## src/verilog/sm83_consts.svh

```systemverilog
// SM83 register section constants for pair codes, mux selects, reset values and opcodes
`ifndef SM83_CONSTS_SVH
`define SM83_CONSTS_SVH

// Register pair codes, as in opcode field p
`define SM83_PAIR_BC 2'd0
`define SM83_PAIR_DE 2'd1
`define SM83_PAIR_HL 2'd2
`define SM83_PAIR_SP 2'd3

`define SM83_IDU_SRC_PC   2'd0   // Increment/decrement source select
`define SM83_IDU_SRC_SP   2'd1
`define SM83_IDU_SRC_PAIR 2'd2

`define SM83_SRC_DL  1'b0        // Register write from the data latch
`define SM83_SRC_RDA 1'b1        // Register write from read port A

`define SM83_SP_RESET 16'hfffe
`define SM83_PC_RESET 16'h0000

`define SM83_OP_HALT   8'h76
`define SM83_OP_JP     8'hc3
`define SM83_OP_LDSPHL 8'hf9

`endif

```

## src/verilog/sm83_pkg.sv

```systemverilog
// SM83 register section types for the opcode views and the datapath selects
package sm83_pkg;

	// Opcode split as x:y:z
	typedef struct packed {
		logic [1:0] x;
		logic [2:0] y;
		logic [2:0] z;
	} op_xyz_t;

	// Opcode split as x:p:q:z, p names a register pair
	typedef struct packed {
		logic [1:0] x;
		logic [1:0] p;
		logic       q;
		logic [2:0] z;
	} op_xpqz_t;

	typedef union packed {
		op_xyz_t  xyz;
		op_xpqz_t xpqz;
	} opcode_t;

	typedef enum logic [2:0] {
		reg_b, reg_c, reg_d, reg_e, reg_h, reg_l, reg_hl_mem, reg_a
	} reg_sel_t;   // Opcode order

	typedef enum logic [1:0] {addr_pc, addr_hl, addr_wz} addr_sel_t;

	typedef enum logic [1:0] {idu_pass, idu_inc, idu_dec} idu_op_t;

endpackage

```

## src/verilog/sm83_regfile.sv

```systemverilog
// SM83 register file holding IR and the general registers, with two read ports
`include "sm83_consts.svh"

module sm83_regfile (
	input  logic               clk,
	input  logic               rst_n,
	input  logic               ir_ld,
	input  logic [7:0]         dl,
	input  logic               reg_ld,
	input  sm83_pkg::reg_sel_t reg_dst,
	input  logic               reg_src_sel,
	input  sm83_pkg::reg_sel_t rd_sel_a,
	input  sm83_pkg::reg_sel_t rd_sel_b,
	input  logic               pair_ld,
	input  logic [1:0]         pair_sel,
	input  logic [15:0]        pair_data,
	output sm83_pkg::opcode_t  ir,
	output logic [7:0]         rd_data_a,
	output logic [7:0]         rd_data_b,
	output logic [15:0]        pair_q,
	output logic [15:0]        hl,
	output logic [7:0]         a_out
);

	logic [7:0] ir_q;
	logic [7:0] r_a;
	logic [7:0] r_b;
	logic [7:0] r_c;
	logic [7:0] r_d;
	logic [7:0] r_e;
	logic [7:0] r_h;
	logic [7:0] r_l;
	logic [7:0] wr_byte;

	function automatic logic [7:0] read_reg(input sm83_pkg::reg_sel_t sel);
		case (sel)
			sm83_pkg::reg_b: read_reg = r_b;
			sm83_pkg::reg_c: read_reg = r_c;
			sm83_pkg::reg_d: read_reg = r_d;
			sm83_pkg::reg_e: read_reg = r_e;
			sm83_pkg::reg_h: read_reg = r_h;
			sm83_pkg::reg_l: read_reg = r_l;
			sm83_pkg::reg_a: read_reg = r_a;
			default:         read_reg = 8'h00;   // (HL) is memory, not a register
		endcase
	endfunction

	always_comb begin
		rd_data_a = read_reg(rd_sel_a);
		rd_data_b = read_reg(rd_sel_b);   // Store data
		case (pair_sel)
			`SM83_PAIR_BC: pair_q = {r_b, r_c};
			`SM83_PAIR_DE: pair_q = {r_d, r_e};
			default:       pair_q = {r_h, r_l};
		endcase
	end

	assign ir      = ir_ld ? dl : ir_q;   // Opcode visible in the load cycle
	assign wr_byte = (reg_src_sel == `SM83_SRC_DL) ? dl : rd_data_a;
	assign hl      = {r_h, r_l};
	assign a_out   = r_a;

	always_ff @(posedge clk) begin
		if (!rst_n) begin
			ir_q <= '0;
			r_a  <= '0;
			r_b  <= '0;
			r_c  <= '0;
			r_d  <= '0;
			r_e  <= '0;
			r_h  <= '0;
			r_l  <= '0;
		end else begin
			if (ir_ld)
				ir_q <= dl;
			if (reg_ld) begin
				case (reg_dst)
					sm83_pkg::reg_b: r_b <= wr_byte;
					sm83_pkg::reg_c: r_c <= wr_byte;
					sm83_pkg::reg_d: r_d <= wr_byte;
					sm83_pkg::reg_e: r_e <= wr_byte;
					sm83_pkg::reg_h: r_h <= wr_byte;
					sm83_pkg::reg_l: r_l <= wr_byte;
					sm83_pkg::reg_a: r_a <= wr_byte;
					default: ;
				endcase
			end
			if (pair_ld) begin
				case (pair_sel)
					`SM83_PAIR_BC: {r_b, r_c} <= pair_data;
					`SM83_PAIR_DE: {r_d, r_e} <= pair_data;
					`SM83_PAIR_HL: {r_h, r_l} <= pair_data;
					default: ;   // SP is kept in sm83_sp_pc
				endcase
			end
		end
	end

endmodule

```

## src/verilog/sm83_temp_regs.sv

```systemverilog
// SM83 Z and W temporary registers, loaded from the data latch for 16-bit operands
module sm83_temp_regs (
	input  logic        clk,
	input  logic        rst_n,
	input  logic        z_ld,
	input  logic        w_ld,
	input  logic [7:0]  dl,
	output logic [15:0] wz
);

	logic [7:0] z_q;   // Low operand byte
	logic [7:0] w_q;   // High operand byte

	always_ff @(posedge clk) begin
		if (!rst_n) begin
			z_q <= '0;
			w_q <= '0;
		end else begin
			if (z_ld)
				z_q <= dl;
			if (w_ld)
				w_q <= dl;
		end
	end

	// W is the high half
	assign wz = {w_q, z_q};

endmodule

```

## src/verilog/sm83_sp_pc.sv

```systemverilog
// SM83 stack pointer and program counter, with the address bus source select
`include "sm83_consts.svh"

module sm83_sp_pc (
	input  logic                clk,
	input  logic                rst_n,
	input  logic                pc_ld_idu,
	input  logic                pc_ld_wz,
	input  logic                sp_ld_idu,
	input  logic                sp_ld_hl,
	input  sm83_pkg::addr_sel_t addr_sel,
	input  logic [15:0]         idu_result,
	input  logic [15:0]         wz,
	input  logic [15:0]         hl,
	output logic [15:0]         pc,
	output logic [15:0]         sp,
	output logic [15:0]         addr
);

	logic [15:0] pc_q;
	logic [15:0] sp_q;

	always_ff @(posedge clk) begin
		if (!rst_n) begin
			pc_q <= `SM83_PC_RESET;
			sp_q <= `SM83_SP_RESET;
		end else begin
			if (pc_ld_wz)
				pc_q <= wz;           // Jump target
			else if (pc_ld_idu)
				pc_q <= idu_result;   // Next byte

			if (sp_ld_hl)
				sp_q <= hl;
			else if (sp_ld_idu)
				sp_q <= idu_result;
		end
	end

	always_comb begin
		case (addr_sel)
			sm83_pkg::addr_hl: addr = hl;
			sm83_pkg::addr_wz: addr = wz;
			default:           addr = pc_q;
		endcase
	end

	assign pc = pc_q;
	assign sp = sp_q;

endmodule

```

## src/verilog/sm83_idu.sv

```systemverilog
// SM83 16-bit increment/decrement unit over PC, SP or a register pair
`include "sm83_consts.svh"

module sm83_idu (
	input  sm83_pkg::idu_op_t idu_op,
	input  logic [15:0]       pc,
	input  logic [15:0]       sp,
	input  logic [15:0]       pair_q,
	input  logic [1:0]        idu_src,
	output logic [15:0]       result
);

	logic [15:0] src;

	always_comb begin
		case (idu_src)
			`SM83_IDU_SRC_SP:   src = sp;
			`SM83_IDU_SRC_PAIR: src = pair_q;
			default:            src = pc;
		endcase
	end

	// Wraps at 16 bits, no carry out
	always_comb begin
		case (idu_op)
			sm83_pkg::idu_inc: result = src + 16'd1;
			sm83_pkg::idu_dec: result = src - 16'd1;
			default:           result = src;
		endcase
	end

endmodule

```

## src/verilog/sm83_control.sv

```systemverilog
// SM83 step sequencer and opcode decoder driving the register section strobes
`include "sm83_consts.svh"

module sm83_control (
	input  logic                clk,
	input  logic                rst_n,
	input  sm83_pkg::opcode_t   ir,
	output logic                rd,
	output logic                wr,
	output logic                halted,
	output logic                ir_ld,
	output logic                reg_ld,
	output sm83_pkg::reg_sel_t  reg_dst,
	output logic                reg_src_sel,
	output sm83_pkg::reg_sel_t  rd_sel_a,
	output sm83_pkg::reg_sel_t  rd_sel_b,
	output logic                z_ld,
	output logic                w_ld,
	output sm83_pkg::idu_op_t   idu_op,
	output logic [1:0]          idu_src,
	output logic                pc_ld_idu,
	output logic                pc_ld_wz,
	output logic                sp_ld_idu,
	output logic                sp_ld_hl,
	output sm83_pkg::addr_sel_t addr_sel,
	output logic                pair_ld,
	output logic [1:0]          pair_sel
);

	localparam logic [2:0] st_reset  = 3'd0;   // One idle cycle out of reset
	localparam logic [2:0] st_fetch  = 3'd1;
	localparam logic [2:0] st_decode = 3'd2;
	localparam logic [2:0] st_step2  = 3'd3;
	localparam logic [2:0] st_step3  = 3'd4;
	localparam logic [2:0] st_jump   = 3'd5;
	localparam logic [2:0] st_halt   = 3'd6;

	logic [2:0] state;
	logic [2:0] next_state;
	logic       rd_pc;
	logic       is_halt;
	logic       is_ld_rr;
	logic       is_ld_rn;
	logic       is_ld_hl_r;
	logic       is_incdec;
	logic       is_ldsphl;
	logic       is_jp;

	assign is_halt    = (ir == `SM83_OP_HALT);
	assign is_jp      = (ir == `SM83_OP_JP);
	assign is_ldsphl  = (ir == `SM83_OP_LDSPHL);
	assign is_ld_rr   = (ir.xyz.x == 2'd1) && (ir.xyz.y != 3'd6) && (ir.xyz.z != 3'd6);
	assign is_ld_hl_r = (ir.xyz.x == 2'd1) && (ir.xyz.y == 3'd6) && (ir.xyz.z != 3'd6);
	assign is_ld_rn   = (ir.xyz.x == 2'd0) && (ir.xyz.z == 3'd6) && (ir.xyz.y != 3'd6);
	assign is_incdec  = (ir.xpqz.x == 2'd0) && (ir.xpqz.z == 3'd3);

	always_comb begin
		rd          = 1'b0;
		wr          = 1'b0;
		halted      = 1'b0;
		ir_ld       = 1'b0;
		reg_ld      = 1'b0;
		reg_dst     = sm83_pkg::reg_sel_t'(ir.xyz.y);
		reg_src_sel = `SM83_SRC_DL;
		rd_sel_a    = sm83_pkg::reg_sel_t'(ir.xyz.z);
		rd_sel_b    = sm83_pkg::reg_sel_t'(ir.xyz.z);
		z_ld        = 1'b0;
		w_ld        = 1'b0;
		idu_op      = sm83_pkg::idu_pass;
		idu_src     = `SM83_IDU_SRC_PC;
		pc_ld_idu   = 1'b0;
		pc_ld_wz    = 1'b0;
		sp_ld_idu   = 1'b0;
		sp_ld_hl    = 1'b0;
		addr_sel    = sm83_pkg::addr_pc;
		pair_ld     = 1'b0;
		pair_sel    = ir.xpqz.p;
		rd_pc       = 1'b0;
		next_state  = state;
		case (state)
			st_reset: next_state = st_fetch;
			st_fetch: begin
				rd_pc      = 1'b1;
				next_state = st_decode;
			end
			st_decode: begin
				ir_ld      = 1'b1;   // Opcode arrives on dl now
				next_state = st_fetch;
				if (is_halt) begin
					next_state = st_halt;
				end else if (is_ld_rr) begin
					reg_ld      = 1'b1;
					reg_src_sel = `SM83_SRC_RDA;
				end else if (is_ld_rn || is_jp) begin
					rd_pc      = 1'b1;   // First immediate byte
					next_state = st_step2;
				end else if (is_ld_hl_r) begin
					next_state = st_step2;
				end else if (is_incdec) begin
					idu_op = ir.xpqz.q ? sm83_pkg::idu_dec : sm83_pkg::idu_inc;
					if (ir.xpqz.p == `SM83_PAIR_SP) begin
						idu_src   = `SM83_IDU_SRC_SP;
						sp_ld_idu = 1'b1;
					end else begin
						idu_src = `SM83_IDU_SRC_PAIR;
						pair_ld = 1'b1;
					end
				end else if (is_ldsphl) begin
					sp_ld_hl = 1'b1;
				end
			end
			st_step2: begin
				next_state = st_fetch;
				if (is_jp) begin
					z_ld       = 1'b1;
					rd_pc      = 1'b1;   // High byte
					next_state = st_step3;
				end else if (is_ld_hl_r) begin
					wr       = 1'b1;
					addr_sel = sm83_pkg::addr_hl;
				end else begin
					reg_ld = 1'b1;   // LD r,n immediate
				end
			end
			st_step3: begin
				w_ld       = 1'b1;
				next_state = st_jump;
			end
			st_jump: begin
				pc_ld_wz   = 1'b1;
				addr_sel   = sm83_pkg::addr_wz;
				next_state = st_fetch;
			end
			default: halted = 1'b1;   // Stays until reset
		endcase
		if (rd_pc) begin
			rd        = 1'b1;
			idu_op    = sm83_pkg::idu_inc;
			idu_src   = `SM83_IDU_SRC_PC;
			pc_ld_idu = 1'b1;
		end
	end

	always_ff @(posedge clk) begin
		if (!rst_n)
			state <= st_reset;
		else
			state <= next_state;
	end

endmodule

```

## src/verilog/sm83_regs_top.sv

```systemverilog
// SM83 register and bus section, control sequencer joined to the datapath blocks
module sm83_regs_top (
	input  logic        clk,
	input  logic        rst_n,
	input  logic [7:0]  dl,
	output logic [15:0] addr,
	output logic [7:0]  wdata,
	output logic        rd,
	output logic        wr,
	output logic        halted,
	output logic [7:0]  a_out
);

	sm83_pkg::opcode_t   ir;
	sm83_pkg::reg_sel_t  reg_dst;
	sm83_pkg::reg_sel_t  rd_sel_a;
	sm83_pkg::reg_sel_t  rd_sel_b;
	sm83_pkg::idu_op_t   idu_op;
	sm83_pkg::addr_sel_t addr_sel;
	logic                ir_ld;
	logic                reg_ld;
	logic                reg_src_sel;
	logic                z_ld;
	logic                w_ld;
	logic [1:0]          idu_src;
	logic                pc_ld_idu;
	logic                pc_ld_wz;
	logic                sp_ld_idu;
	logic                sp_ld_hl;
	logic                pair_ld;
	logic [1:0]          pair_sel;
	logic [15:0]         pair_q;
	logic [15:0]         hl;
	logic [15:0]         wz;
	logic [15:0]         pc;
	logic [15:0]         sp;
	logic [15:0]         idu_result;

	sm83_control u_control (
		.clk(clk), .rst_n(rst_n), .ir(ir),
		.rd(rd), .wr(wr), .halted(halted),
		.ir_ld(ir_ld), .reg_ld(reg_ld), .reg_dst(reg_dst), .reg_src_sel(reg_src_sel),
		.rd_sel_a(rd_sel_a), .rd_sel_b(rd_sel_b), .z_ld(z_ld), .w_ld(w_ld),
		.idu_op(idu_op), .idu_src(idu_src), .pc_ld_idu(pc_ld_idu), .pc_ld_wz(pc_ld_wz),
		.sp_ld_idu(sp_ld_idu), .sp_ld_hl(sp_ld_hl), .addr_sel(addr_sel),
		.pair_ld(pair_ld), .pair_sel(pair_sel)
	);

	sm83_regfile u_regfile (
		.clk(clk), .rst_n(rst_n), .ir_ld(ir_ld), .dl(dl),
		.reg_ld(reg_ld), .reg_dst(reg_dst), .reg_src_sel(reg_src_sel),
		.rd_sel_a(rd_sel_a), .rd_sel_b(rd_sel_b),
		.pair_ld(pair_ld), .pair_sel(pair_sel), .pair_data(idu_result),
		.ir(ir), .rd_data_a(), .rd_data_b(wdata),   // Port A only feeds register moves
		.pair_q(pair_q), .hl(hl), .a_out(a_out)
	);

	sm83_temp_regs u_temp_regs (
		.clk(clk), .rst_n(rst_n), .z_ld(z_ld), .w_ld(w_ld), .dl(dl), .wz(wz)
	);

	sm83_idu u_idu (
		.idu_op(idu_op), .pc(pc), .sp(sp), .pair_q(pair_q),
		.idu_src(idu_src), .result(idu_result)
	);

	sm83_sp_pc u_sp_pc (
		.clk(clk), .rst_n(rst_n),
		.pc_ld_idu(pc_ld_idu), .pc_ld_wz(pc_ld_wz),
		.sp_ld_idu(sp_ld_idu), .sp_ld_hl(sp_ld_hl), .addr_sel(addr_sel),
		.idu_result(idu_result), .wz(wz), .hl(hl),
		.pc(pc), .sp(sp), .addr(addr)
	);

endmodule

```

## config.mk

```make
export PLATFORM = sky130hd
export DESIGN_NAME = sm83_regs_top
export DESIGN_NICKNAME = d
export VERILOG_FILES = /design/src/verilog/sm83_pkg.sv /design/src/verilog/sm83_regfile.sv /design/src/verilog/sm83_temp_regs.sv /design/src/verilog/sm83_sp_pc.sv /design/src/verilog/sm83_idu.sv /design/src/verilog/sm83_control.sv /design/src/verilog/sm83_regs_top.sv
export VERILOG_INCLUDE_DIRS = /design/src /design/src/verilog
export SDC_FILE = /design/constraint.sdc
export NUM_CORES = 1
export LEC_CHECK = 0
export BUFFER_PORTS_ARGS = -buffer_cell sky130_fd_sc_hd__buf_2
export CAP_MARGIN = 15
export CORE_MARGIN = 8
export CORE_UTILIZATION = 50
export DETAILED_ROUTE_END_ITERATION = 10
export HOLD_SLACK_MARGIN = 0.05
export PLACE_DENSITY = 0.7
export SLEW_MARGIN = 20
export SYNTH_ARGS = -nofsm -noshare
export SYNTH_HDL_FRONTEND = slang
export SYNTH_SLANG_ARGS = --single-unit
```

## constraint.sdc

```tcl
create_clock -name clk -period 6.05 [get_ports clk]
set_clock_uncertainty 0.2 [all_clocks]
set_input_delay 1.21 -clock clk [delete_from_list [all_inputs] [get_ports clk]]
set_output_delay 1.21 -clock clk [all_outputs]
set_load 0.1 [all_outputs]
```

==> results.yml <==
floorplanning:
  rows: 46
  die_h_um: 142
  fp.dieW_um: 142
  core_area_um2: 15700
  io_pins: 45
  initial_core_util: 0.507
  dieArea_um2: 20200
synth:
  ys_ff_latch: 115
  yosys-top-cells-count: "dfxtp_1 (115), nand2_1 (113), nor2_1 (107), mux2i_1 (83), a21oi_1 (55)"
  synthCells: 964
  synth_cell_types: 85
  synth-seq-area-share: 0.289
  avgSynthCellArea_um2: 8.26
  async_reset_ff_frac: 0
  synth_top_area_share: 0.289
  synth_edf_count: 0
  ys.flop_type: "dfxtp_1"
  synth_top_area_cell: "dfxtp_1"
  yosysMostFrequentCell: "dfxtp_1"
  yosysWarnings: 0
  syn-num-nets: 994
  netlist_area_um2: 7960
  synthTopCellsByArea: "dfxtp_1 (29%), mux2i_1 (10%), nand2_1 (5.3%)"
sta:
  rsz0062_at_grt: "false"
  setup-violations-final: 0
  max_freq_ghz: 0.178
  hold_viol_final: 0
  worst_hold_slack_ps: 288
  worstMarginPinSlew_ps: 918
  min_period_ps: 5620
  relSlewSlack: 0.387
  min_period_over_period: 0.929
  tns_ps: 0
  fin_ws_ps: 432
  slew_viol_final: 0
route:
  via_per_inst: 6.36
  routed_wl_um: 27000
  ant_nets: 0
  drc_errors: 0
  wl_per_cell_um: 22.0
  vias: 7802
  drt_iter0_markers: 1028
  dr.pass1.iters: 7
critical_path:
  crit_family: "compound AO/OA/AOI/OAI gates"
  rr_startpoint: "u_control.state[0]"
  path_cells: "or3b_1, buf_4, mux2i_2, and4_1, a221o_1, a22o_1, nor2b_1, a21oi_1, ha_4, ha_1, a21o_1, a21o_1, a21oi_1, nand4_1, a311oi_2, nor4_1, a221o_1, o32ai_1, a41o_1"
  critPathMaxStageDelay_ps: 600
  cp_slowest_cell: "or3b_1"
  arrival_ps: 5780
  cp-end-kind: "register"
  rr_endpoint: "u_regfile.r_h[7]"
  crit_required_ps: 6220
  cp.buffers_inverters: 1
  reg2regPathDepth: 19
  rrSetupSlack_ps: 430
  crit_type: "reg -> reg"
  worstSetupStartpointType: "register"
  critPathMaxFanout: 12
global_route:
  gr-usage-all-layers: 0.268
  antenna_found_initial: 0
  grt_pass1_vias: 7250
  grt_pass1_wl_um: 41800
  grt_max_degree: 55
  globalRouteOverflowTotal: 0
clock_tree:
  hold_buffers: 0
  cts_root_buf: "clkbuf_16"
  post-cts-setup-buffer-count: 0
  clkSinkCount: 115
  cts_tree: "done"
  cts_buffers: 17
  cts_buffer_depth: 2
  cts_resized: 0
  clk_pin_slew_ps: 60
  clock_latency_ps: 420
  h-tree-depth: 4
run_status:
  status: "complete, no violations"
power:
  power_density_nw_per_um2: 228
  leakage_nw: 3.78
  worst_ir_drop_vdd_v: 0.000187
hold_path:
  worstHoldStart: "u_sp_pc.pc[3]"
  hold_end: "u_sp_pc.pc[3]"
  whs_path_depth: 2
  hold_path_class: "reg -> reg"
final_layout:
  layout.cells.non_filler: 1226
  area_growth_pct: 16.5
  diodes: 0
  layout.nets: 1029
  drive_gt1_frac: 0.192
placement:
  portBuffers: 44
  dpl.cell_count: 1196
  hpwlAfterDp_um: 19500
  place_ws_ps: 152
  gp_congestion: 0.981
run:
  cap_violations: 0
-- per-stage QoR --
| stage | power (W) | instance area (um2) | util |
|---|---|---|---|
| after global routing | 0.00217 | 9280 | 0.590 |
| final | 0.00211 | 9280 | 0.590 |
| after detailed placement | 0.00111 | 8690 | 0.553 |
| after CTS | 0.00211 | 9270 | 0.590 |
| after global placement | 0.00111 | 8690 | 0.553 |
| after floorplan | 0.00102 | 7980 | - |
-- cell families after synthesis --
family / share of synthesized area
fa+ha+maj: 0.0324
compound gates: 0.258
flops: 0.289
mux: 0.172
simple gates: 0.181
buf+inv: 0.0525
xor+xnor: 0.0154
-- worst max path at each step --
| stage | slack, ps | from | depth (start not counted) | to |
|---|---|---|---|---|
| 2_1_floorplan | -290 | dl[4] | 8 | addr[0] |
| 3_3_place_gp | 270 | dl[6] | 19 | u_sp_pc.sp[13] |
| 3_5_place_dp | 150 | dl[7] | 19 | u_regfile.r_h[7] |
| 4_1_cts | 520 | u_control.state[0] | 19 | u_regfile.r_h[7] |
| 5_1_grt | 80 | u_control.state[0] | 19 | u_sp_pc.sp[13] |
| 6_report | 430 | u_control.state[0] | 19 | u_regfile.r_h[7] |
-- worst reg2reg max path, stage by stage, from the launching register on --
cell	delay [ps]
dfxtp_1	390
or3b_1	610
buf_4	260
mux2i_2	320
and4_1	320
a221o_1	160
a22o_1	180
nor2b_1	180
a21oi_1	90
ha_4	230
ha_1	360
a21o_1	210
a21o_1	170
a21oi_1	180
nand4_1	240
a311oi_2	460
nor4_1	120
a221o_1	420
o32ai_1	330
a41o_1	130
-- final cells by class --
| type | count | area, um2 |
|---|---|---|
| clock buffer | 21 | 450 |
| clock inverter | 9 | 133 |
| fill | 1417 | 6440 |
| inverter | 18 | 67.6 |
| multi-input combinational | 761 | 5260 |
| sequential | 115 | 2300 |
| tap | 216 | 270 |
| timing repair buffer | 86 | 791 |
-- routing by layer --
layer / track usage / wire length, um / up-vias
li1: - / - / 3614
met1: 0.347 / 11100 / 3685
met2: 0.412 / 12200 / 416
met3: 0.0510 / 2440 / 87
met4: 0.150 / 1300 / 0
met5: 0 / 0 / -
-- placed cells by master (no fill, tap or decap), types with 18 or more instances in the layout --
cell type	count
buf_2	27
nor2_1	105
a21oi_1	55
o21ai_0	38
nand2_1	113
mux2i_1	83
dfxtp_1	115
ha_1	18
mux2_2	33
buf_4	42
a211oi_1	42
-- report_power, final --
part	switching, W	internal [W]	total [W]
Combinational	0.000221	0.0000978	0.000319
Clock	0.000361	0.000652	0.00101
Sequential	0.0000121	0.000768	0.000780
Total	0.000594	0.00152	0.00211
(Power assumes the default switching activity.)
